### config.mk
export PLATFORM = sky130hd
export DESIGN_NAME = fp_mac_top
export DESIGN_NICKNAME = d
export VERILOG_FILES = /design/src/source/fp_mac_pkg.sv /design/src/source/fp_add_stage.sv /design/src/source/fp_mac_top.sv /design/src/source/fp_mul_stage.sv /design/src/source/fp_round_pack.sv /design/src/source/lead_one_detect.sv /design/src/source/mac_acc_regs.sv
export SDC_FILE = /design/constraint.sdc
export NUM_CORES = 2
export LEC_CHECK = 0
export BUFFER_PORTS_ARGS = -buffer_cell sky130_fd_sc_hd__buf_4
export CAP_MARGIN = 20
export CORE_MARGIN = 8
export CORE_UTILIZATION = 55
export CTS_CLUSTER_SIZE = 12
export DETAILED_ROUTE_END_ITERATION = 6
export PLACE_DENSITY_LB_ADDON = 0.3
export REMOVE_ABC_BUFFERS = 1
export SLEW_MARGIN = 20
export SYNTH_ARGS = -nofsm -noshare
export SYNTH_HDL_FRONTEND = slang
export SYNTH_HIERARCHICAL = 1
export SYNTH_SLANG_ARGS = --single-unit
### constraint.sdc
create_clock -name clk -period 15.4 [get_ports clk]
set_clock_uncertainty 0.15 [all_clocks]
set_input_delay 3.08 -clock clk [delete_from_list [all_inputs] [get_ports clk]]
set_output_delay 3.08 -clock clk [all_outputs]
set_load 0.01 [all_outputs]
### src/source/fp_mac_pkg.sv
package fp_mac_pkg;

    // IEEE-754 single precision field widths
    localparam int EXP_W    = 8;
    localparam int FRAC_W   = 23;
    localparam int MANT_W   = FRAC_W + 1;      // hidden one included

    localparam int EXP_BIAS = 127;
    localparam int EXP_MAX  = 255;             // all-ones exponent, inf here

    // guard, round and sticky bits below the mantissa LSB
    localparam int GRS_W    = 3;

    localparam logic [31:0] FP_ZERO = 32'h0000_0000;   // +0.0

    typedef struct packed {
        logic              sign;
        logic [EXP_W-1:0]  exp;
        logic [FRAC_W-1:0] frac;
    } fp32_fields_t;

    // same word seen as a plain vector or as the three fields
    typedef union packed {
        logic [31:0]  raw;
        fp32_fields_t fields;
    } fp32_t;

endpackage

### src/source/fp_add_stage.sv
`timescale 1ns/1ps

module fp_add_stage #(
    parameter int MANT_W = 24
) (
    input  logic              prod_valid,
    input  fp_mac_pkg::fp32_t prod,
    input  fp_mac_pkg::fp32_t acc,
    output logic              sum_valid,
    output fp_mac_pkg::fp32_t sum,
    output logic              sum_ovf
);

    localparam int EXT_W = MANT_W + fp_mac_pkg::GRS_W;      // mantissa plus g/r/s
    localparam int CNT_W = $clog2(EXT_W + 1);
    localparam int MAG_W = fp_mac_pkg::EXP_W + fp_mac_pkg::FRAC_W;

    logic                         p_inf;
    logic                         a_inf;
    logic [MANT_W-1:0]            p_man;
    logic [MANT_W-1:0]            a_man;
    logic                         p_big;
    fp_mac_pkg::fp32_t            big;
    fp_mac_pkg::fp32_t            sml;
    logic [MANT_W-1:0]            big_man;
    logic [MANT_W-1:0]            sml_man;
    logic [fp_mac_pkg::EXP_W-1:0] exp_diff;
    logic [2*MANT_W+1:0]          sml_wide;
    logic [EXT_W-1:0]             big_ext;
    logic [EXT_W-1:0]             sml_ext;
    logic                         eff_sub;
    logic [EXT_W:0]               raw_sum;
    logic [CNT_W-1:0]             lz_cnt;
    logic                         lz_zero;
    logic                         sum_zero;
    logic signed [9:0]            big_exp;
    logic [EXT_W-1:0]             norm_man;
    logic signed [9:0]            norm_exp;
    logic                         res_sign;
    fp_mac_pkg::fp32_t            rnd_word;
    logic                         rnd_ovf;

    assign p_inf = (prod.fields.exp == fp_mac_pkg::EXP_MAX);
    assign a_inf = (acc.fields.exp == fp_mac_pkg::EXP_MAX);

    // flushed operands carry no hidden one and no fraction
    assign p_man = (prod.fields.exp == '0) ? '0 : {1'b1, prod.fields.frac};
    assign a_man = (acc.fields.exp == '0) ? '0 : {1'b1, acc.fields.frac};

    // exp:frac compares as one unsigned magnitude
    assign p_big   = prod.raw[MAG_W-1:0] > acc.raw[MAG_W-1:0];
    assign big     = p_big ? prod : acc;
    assign sml     = p_big ? acc : prod;
    assign big_man = p_big ? p_man : a_man;
    assign sml_man = p_big ? a_man : p_man;

    assign exp_diff = big.fields.exp - sml.fields.exp;

    // shifted-out bits end up in the low half and fold into sticky
    assign sml_wide = {sml_man, {(MANT_W + 2){1'b0}}} >> exp_diff;
    assign sml_ext  = {sml_wide[2*MANT_W+1 -: MANT_W+2], |sml_wide[MANT_W-1:0]};
    assign big_ext  = {big_man, {fp_mac_pkg::GRS_W{1'b0}}};

    assign eff_sub = prod.fields.sign ^ acc.fields.sign;
    assign raw_sum = eff_sub ? ({1'b0, big_ext} - {1'b0, sml_ext})
                             : ({1'b0, big_ext} + {1'b0, sml_ext});

    lead_one_detect #(
        .WIDTH (EXT_W)
    ) u_lead_one_detect (
        .vec   (raw_sum[EXT_W-1:0]),
        .count (lz_cnt),
        .zero  (lz_zero)
    );

    assign sum_zero = lz_zero && !raw_sum[EXT_W];
    assign big_exp  = 10'(big.fields.exp);

    always_comb begin
        if (raw_sum[EXT_W]) begin
            // carry out, drop one bit into sticky
            norm_man = {raw_sum[EXT_W:2], raw_sum[1] | raw_sum[0]};
            norm_exp = big_exp + 10'sd1;
        end else if (sum_zero) begin
            norm_man = '0;
            norm_exp = '0;                           // round block packs a zero
        end else begin
            norm_man = raw_sum[EXT_W-1:0] << lz_cnt;
            norm_exp = big_exp - 10'(lz_cnt);
        end
    end

    // exact cancellation is +0, otherwise the larger magnitude wins
    assign res_sign = sum_zero ? 1'b0 : big.fields.sign;

    fp_round_pack u_fp_round_pack (
        .sign     (res_sign),
        .exp_in   (norm_exp),
        .mant_in  (norm_man),
        .result   (rnd_word),
        .overflow (rnd_ovf)
    );

    always_comb begin
        if (a_inf) begin
            sum = acc;                               // infinite acc absorbs all
        end else if (p_inf) begin
            sum = prod;
        end else begin
            sum = rnd_word;
        end
    end

    assign sum_ovf   = a_inf | p_inf | rnd_ovf;
    assign sum_valid = prod_valid;

    // no path through mul, round or inf muxing may build a NaN
    always_comb begin
        if (sum_valid) begin
            a_no_nan: assert final (!((sum.fields.exp == fp_mac_pkg::EXP_MAX) &&
                                      (sum.fields.frac != '0)))
                else $error("fp_add_stage: NaN on sum");
        end
    end

endmodule

### src/source/fp_mac_top.sv
`timescale 1ns/1ps

module fp_mac_top #(
    parameter int MANT_W = fp_mac_pkg::MANT_W
) (
    input  logic              clk,
    input  logic              rst_n,
    input  logic              op_valid,
    input  fp_mac_pkg::fp32_t op_a,
    input  fp_mac_pkg::fp32_t op_b,
    input  logic              acc_clear,
    output fp_mac_pkg::fp32_t acc_out,
    output logic              done,
    output logic              ovf_flag
);

    logic              prod_valid;
    fp_mac_pkg::fp32_t prod;
    logic              sum_valid;
    fp_mac_pkg::fp32_t sum;
    logic              sum_ovf;

    // stage 1, multiply and round, registered
    fp_mul_stage #(
        .MANT_W (MANT_W)
    ) u_fp_mul_stage (
        .clk        (clk),
        .rst_n      (rst_n),
        .in_valid   (op_valid),
        .a          (op_a),
        .b          (op_b),
        .prod_valid (prod_valid),
        .prod       (prod)
    );

    // stage 2, add to accumulator, combinational
    fp_add_stage #(
        .MANT_W (MANT_W)
    ) u_fp_add_stage (
        .prod_valid (prod_valid),
        .prod       (prod),
        .acc        (acc_out),
        .sum_valid  (sum_valid),
        .sum        (sum),
        .sum_ovf    (sum_ovf)
    );

    mac_acc_regs u_mac_acc_regs (
        .clk       (clk),
        .rst_n     (rst_n),
        .acc_clear (acc_clear),
        .sum_valid (sum_valid),
        .sum       (sum),
        .sum_ovf   (sum_ovf),
        .acc       (acc_out),
        .done      (done),
        .ovf_flag  (ovf_flag)
    );

endmodule

### src/source/fp_mul_stage.sv
`timescale 1ns/1ps

module fp_mul_stage #(
    parameter int MANT_W = 24
) (
    input  logic              clk,
    input  logic              rst_n,
    input  logic              in_valid,
    input  fp_mac_pkg::fp32_t a,
    input  fp_mac_pkg::fp32_t b,
    output logic              prod_valid,
    output fp_mac_pkg::fp32_t prod
);

    localparam int EXT_W = MANT_W + fp_mac_pkg::GRS_W;

    logic                   zero_op;
    logic [MANT_W-1:0]      man_a;
    logic [MANT_W-1:0]      man_b;
    logic [2*MANT_W-1:0]    prod_m;
    logic [2*MANT_W-1:0]    norm_m;
    logic                   top_one;
    logic signed [9:0]      exp_raw;
    logic [EXT_W-1:0]       rnd_mant;
    logic signed [9:0]      rnd_exp;
    fp_mac_pkg::fp32_t      rnd_word;

    // exponent 0 is flushed, so either such operand forces a zero product
    assign zero_op = (a.fields.exp == '0) || (b.fields.exp == '0);

    assign man_a  = {1'b1, a.fields.frac};
    assign man_b  = {1'b1, b.fields.frac};
    assign prod_m = man_a * man_b;

    // 1.x * 1.y lands in [1, 4) so the leading one is one of the top two bits
    assign top_one = prod_m[2*MANT_W-1];
    assign norm_m  = top_one ? prod_m : (prod_m << 1);

    always_comb begin
        exp_raw = 10'(a.fields.exp) + 10'(b.fields.exp) - 10'(fp_mac_pkg::EXP_BIAS);
        if (top_one) begin
            exp_raw = exp_raw + 10'sd1;             // product was >= 2.0
        end
    end

    always_comb begin
        if (zero_op) begin
            rnd_mant = '0;
            rnd_exp  = '0;                          // packs as signed zero
        end else begin
            rnd_mant = {norm_m[2*MANT_W-1 -: MANT_W],
                        norm_m[MANT_W-1],           // guard
                        norm_m[MANT_W-2],           // round
                        |norm_m[MANT_W-3:0]};       // sticky
            rnd_exp  = exp_raw;
        end
    end

    fp_round_pack u_fp_round_pack (
        .sign     (a.fields.sign ^ b.fields.sign),
        .exp_in   (rnd_exp),
        .mant_in  (rnd_mant),
        .result   (rnd_word),
        .overflow ()                                // inf product flagged by the adder
    );

    always_ff @(posedge clk or negedge rst_n) begin
        if (!rst_n) begin
            prod_valid <= 1'b0;
        end else begin
            prod_valid <= in_valid;
        end
    end

    always_ff @(posedge clk) begin
        if (in_valid) begin
            prod <= rnd_word;
        end
    end

    // a product flushed to exponent 0 leaves no fraction behind
    a_flushed_prod: assert property (
        @(posedge clk) disable iff (!rst_n)
        prod_valid |-> ((prod.fields.exp != '0) || (prod.fields.frac == '0))
    ) else $error("fp_mul_stage: zero-exponent product with a fraction");

endmodule

### src/source/fp_round_pack.sv
`timescale 1ns/1ps

module fp_round_pack (
    input  logic                                            sign,
    input  logic signed [9:0]                               exp_in,
    input  logic [fp_mac_pkg::MANT_W+fp_mac_pkg::GRS_W-1:0] mant_in,
    output fp_mac_pkg::fp32_t                               result,
    output logic                                            overflow
);

    localparam int MW = fp_mac_pkg::MANT_W;
    localparam int GW = fp_mac_pkg::GRS_W;

    logic [MW-1:0]                 kept;
    logic                          guard;
    logic                          round_bit;
    logic                          sticky;
    logic                          round_up;
    logic [MW:0]                   rounded;
    logic                          carry;
    logic signed [9:0]             exp_adj;
    logic [fp_mac_pkg::FRAC_W-1:0] frac_out;

    assign kept      = mant_in[GW +: MW];
    assign guard     = mant_in[GW-1];
    assign round_bit = mant_in[GW-2];
    assign sticky    = mant_in[GW-3];

    // nearest even, a tie goes up only from an odd LSB
    assign round_up = guard & (round_bit | sticky | kept[0]);
    assign rounded  = {1'b0, kept} + (MW + 1)'(round_up);
    assign carry    = rounded[MW];                  // 1.111..1 rolled over to 10.0

    assign frac_out = carry ? rounded[MW-1:1] : rounded[MW-2:0];
    assign exp_adj  = carry ? (exp_in + 10'sd1) : exp_in;

    always_comb begin
        overflow           = 1'b0;
        result.fields.sign = sign;
        if (exp_adj >= fp_mac_pkg::EXP_MAX) begin
            result.fields.exp  = '1;                // signed infinity
            result.fields.frac = '0;
            overflow           = 1'b1;
        end else if (exp_adj <= 0) begin
            result.fields.exp  = '0;                // flush to signed zero
            result.fields.frac = '0;
        end else begin
            result.fields.exp  = exp_adj[fp_mac_pkg::EXP_W-1:0];
            result.fields.frac = frac_out;
        end
    end

endmodule

### src/source/lead_one_detect.sv
`timescale 1ns/1ps

module lead_one_detect #(
    parameter int WIDTH = 27
) (
    input  logic [WIDTH-1:0]           vec,
    output logic [$clog2(WIDTH+1)-1:0] count,
    output logic                       zero
);

    localparam int CW = $clog2(WIDTH + 1);

    // scan upward so the highest set bit has the last word
    always_comb begin
        count = CW'(WIDTH);                         // all zeros
        for (int i = 0; i < WIDTH; i++) begin
            if (vec[i]) begin
                count = CW'(WIDTH - 1 - i);
            end
        end
    end

    assign zero = ~|vec;

endmodule

### src/source/mac_acc_regs.sv
`timescale 1ns/1ps

module mac_acc_regs (
    input  logic              clk,
    input  logic              rst_n,
    input  logic              acc_clear,
    input  logic              sum_valid,
    input  fp_mac_pkg::fp32_t sum,
    input  logic              sum_ovf,
    output fp_mac_pkg::fp32_t acc,
    output logic              done,
    output logic              ovf_flag
);

    // accumulator sits beside the adder and feeds it straight back
    always_ff @(posedge clk or negedge rst_n) begin
        if (!rst_n) begin
            acc.raw <= fp_mac_pkg::FP_ZERO;
        end else if (acc_clear) begin
            acc.raw <= fp_mac_pkg::FP_ZERO;         // clear beats a same-edge write
        end else if (sum_valid) begin
            acc <= sum;
        end
    end

    always_ff @(posedge clk or negedge rst_n) begin
        if (!rst_n) begin
            done <= 1'b0;
        end else begin
            done <= sum_valid;                      // one pulse per operation
        end
    end

    // sticky until the next clear
    always_ff @(posedge clk or negedge rst_n) begin
        if (!rst_n) begin
            ovf_flag <= 1'b0;
        end else if (acc_clear) begin
            ovf_flag <= 1'b0;
        end else if (sum_valid && sum_ovf) begin
            ovf_flag <= 1'b1;
        end
    end

    // a set overflow flag always sits on an infinite accumulator
    a_ovf_on_inf: assert property (
        @(posedge clk) disable iff (!rst_n)
        ovf_flag |-> (acc.fields.exp == fp_mac_pkg::EXP_MAX)
    ) else $error("mac_acc_regs: overflow flag set on a finite accumulator");

endmodule

==> results by stage <==
Detailed routing:
- The first detailed-routing pass took 7 iterations.
- In this run the remaining antenna-violating nets after routing total 0.
- The average via count per standard cell is roughly 6.3.
- The first routing iteration left between 3000 and 4000 violations.
- The residual DRC count is 1.
- The routed via count is around 34000.
- The final layout contains routed wiring with a total length of around 120000 um.
- After detailed routing, the average wire length per cell comes to 22.5 um.

Critical path:
- The slowest library cell on the worst path is or4_4.
- STA puts the critical path data arrival time at 14.66 ns.
- STA classifies the critical path endpoint as a flop.
- At the worst endpoint, the required time is around 15 ns.
- STA classifies the critical path startpoint as a flop.
- For this run, the slowest stage of the critical path takes roughly 0.67 ns.
- In this run the critical register-to-register path is launched from u_mac_acc_regs/acc[28]$_DFFE_PN0P_.
- In this run the worst path has a maximum fanout of 40.
- The critical path starts at u_mac_acc_regs/acc[28]$_DFFE_PN0P_.
- The startpoint-to-endpoint class of the critical path is flop to flop.

Die:
- The area of the core region is 65600 um^2.
- In this run the horizontal extent of the chip is 273 um.
- The die outline area is roughly 75000 um^2.
- The number of placement rows is 94.
- around 100 I/O pins were placed.
- The die boundary height is 273 um.
- For this configuration, the core starts out at a cell density of a little under three fifths.

Layout:
- The post-synthesis to final-layout area growth is 4.64%.
- The end-of-flow core utilization is roughly three fifths.
- Counting the fill cells in the layout gives between 6000 and 7000.
- Cells with a size suffix above 1 make up ~7.4% of the layout.
- The repair_antennas step left the layout with diodes totalling 0.
- The count of cells in the finished layout, fillers not included, comes to ~5500.
- The combined area of the multi-input logic cells is 30800 um^2.
- The net count of the finished layout is 5418.
- The area taken by flip-flops and latches is 1840 um^2.

Yosys:
- The synthesized netlist occupies a cell area of approximately 36000 um^2.
- The number of cells produced by synthesis is 4662.
- The Yosys step of the flow raised 6 warnings.
- After synthesis, the mean cell area works out to slightly below 8 um^2.

CTS:
- Counting along the longest clock path gives a buffer depth of 2.
- After clock tree synthesis, the clock-pin slew on the worst setup and hold paths is roughly 0.06 ns.
- The clock reaches the later pin of the worst-skew pair after approximately 0.33 ns.
- The number of CTS-inserted buffers is 9.
- The number of buffers added to fix hold violations after cts is 0.
- The clock sink count is 67.
- TritonCTS built the clock tree.
- The cell sitting at the root of the clock tree is a clkbuf_16.
- The H-tree was split into 3 levels.

GRT:
- The via count of the first global-routing pass was between 30000 and 40000.
- The number of antenna violations at the first check in global routing is 0.
- Global routing finished with a remaining overflow of 0.
- The first global-routing pass estimated ~190000 um of wire.
- Entering global routing, the biggest net connects between 50 and 60 pins.
- The total routing usage reported by global routing is 31.9%.

STA:
- For the pin with the worst max-slew slack, the measured transition is approximately 1.1 ns.
- The relative slew slack is a little over a quarter.
- Once routing completed, OpenROAD measured the worst setup slack at between 0.7 and 0.8 ns.
- Setup violations remaining at the end of the flow were counted as 0.
- Setup repair after global routing left no endpoint under its margin.
- The time the worst path needs with I/O delays and setup is approximately 15 ns.
- The count of final hold-check violations is 0.
- The final max-slew violation count came to 0.
- Across all hold checks on the routed design, the worst slack comes to 0.478 ns.
- The maximum clock frequency is approximately 0.068 GHz.
- The ratio of final minimum period to clock period is 94.9%.

Run status:
- The run finished, with violations left.
- The checks that failed: design-rule violations.

Place:
- The post-DP HPWL is ~95000 um.
- The congestion estimate from routability-driven global placement came to between 1 and 1.5.
- After detailed placement, the design holds a cell count of between 5000 and 6000.
- The count of buffers from port buffering is about 100.
- The pre-CTS setup slack is roughly 0.56 ns.

Hold path:
- The worst hold path belongs to the class flop to flop.
- The startpoint of the most critical hold path is u_mac_acc_regs/ovf_flag$_DFFE_PN0P_.

Flow run:
- The max-capacitance violation count is 0.
state kept, by name (all words and copies together) (netlist names):
register	count
u_mac_acc_regs/done	1
u_mac_acc_regs/acc	32
u_fp_mul_stage/prod_valid	1
u_fp_mul_stage/prod	32
u_mac_acc_regs/ovf_flag	1
worst max-delay path, delay by kind of cell (launching register included):
family | cells | cell delay, ns
compound gates | 25 | 5.37
xor+xnor | 1 | 0.29
fa+ha+maj | 4 | 1.12
buf+inv | 10 | 1.84
flops | 1 | 0.52
mux | 6 | 1.66
simple gates | 16 | 3.49
what timing repair did:
item / 4_1_cts / 5_1_grt
resized for setup: 0 / 11
setup buffers: 0 / 6
setup endpoints to repair: 0 / 32
worst paths after layout:
check | endpoint | slack (ns) | cells after the start
setup / recovery | u_mac_acc_regs/acc[18]$_DFFE_PN0P_ | 0.78 | 62
hold reg to reg | u_mac_acc_regs/ovf_flag$_DFFE_PN0P_ | 0.48 | 2
hold / removal | u_mac_acc_regs/ovf_flag$_DFFE_PN0P_ | 0.48 | 2
max in group asynchronous | u_mac_acc_regs/acc[24]$_DFFE_PN0P_ | 12.15 | 1
min in group asynchronous | u_fp_mul_stage/prod_valid$_DFF_PN0_ | 2.57 | 1
setup reg to reg | u_mac_acc_regs/acc[18]$_DFFE_PN0P_ | 0.78 | 62
stage by stage:
step                TNS (ns)  cell area [um^2]
floorplan            -124.38             35100
detailed placement         0             37700
global route               0             38100
finish                     0             38100
CTS                        0             38000
global placement           0             37700
layout make-up:
class                   instances  area share, %
clock inverters                 3         0.0427
flip-flops and latches         67           4.83
clock buffers                  13          0.657
inverters                     704           6.96
well taps                     864           2.84
repair buffers                198           3.94
multi-input cells            3605           80.7
layer usage:
| layer | track usage [%] | vias to the layer above | share of wire (%) |
|---|---|---|---|
| met3 | 4.79 | 443 | 8.7 |
| met2 | 53.8 | 1954 | 47 |
| met5 | 0 | - | 0 |
| met4 | 15.6 | 0 | 5.6 |
| li1 | - | 15500 | - |
| met1 | 39.6 | 16600 | 38 |
layout by cell type, fill, tap and decap left out, types with 32 or more instances in the layout:
| master | instances |
|---|---|
| edfxtp_1 | 32 |
| xnor2_1 | 76 |
| o21ai_0 | 136 |
| and3_1 | 48 |
| fa_1 | 485 |
| mux2i_1 | 116 |
| a31oi_1 | 38 |
| ha_1 | 279 |
| inv_1 | 697 |
| a211oi_1 | 32 |
| a21oi_1 | 225 |
| buf_4 | 196 |
| o211ai_1 | 40 |
| nand2_1 | 588 |
| nor2_1 | 291 |
| nand3_1 | 88 |
| dfrtp_1 | 34 |
| a21o_1 | 44 |
| nor4_1 | 40 |
| xor2_1 | 59 |
| and2_1 | 239 |
| nand4_1 | 69 |
| or3_1 | 35 |
| nor3_1 | 94 |
| o21a_1 | 33 |
Power is not shown: default switching activity piles up to over one toggle a cycle in this logic, so the estimate is an artifact.
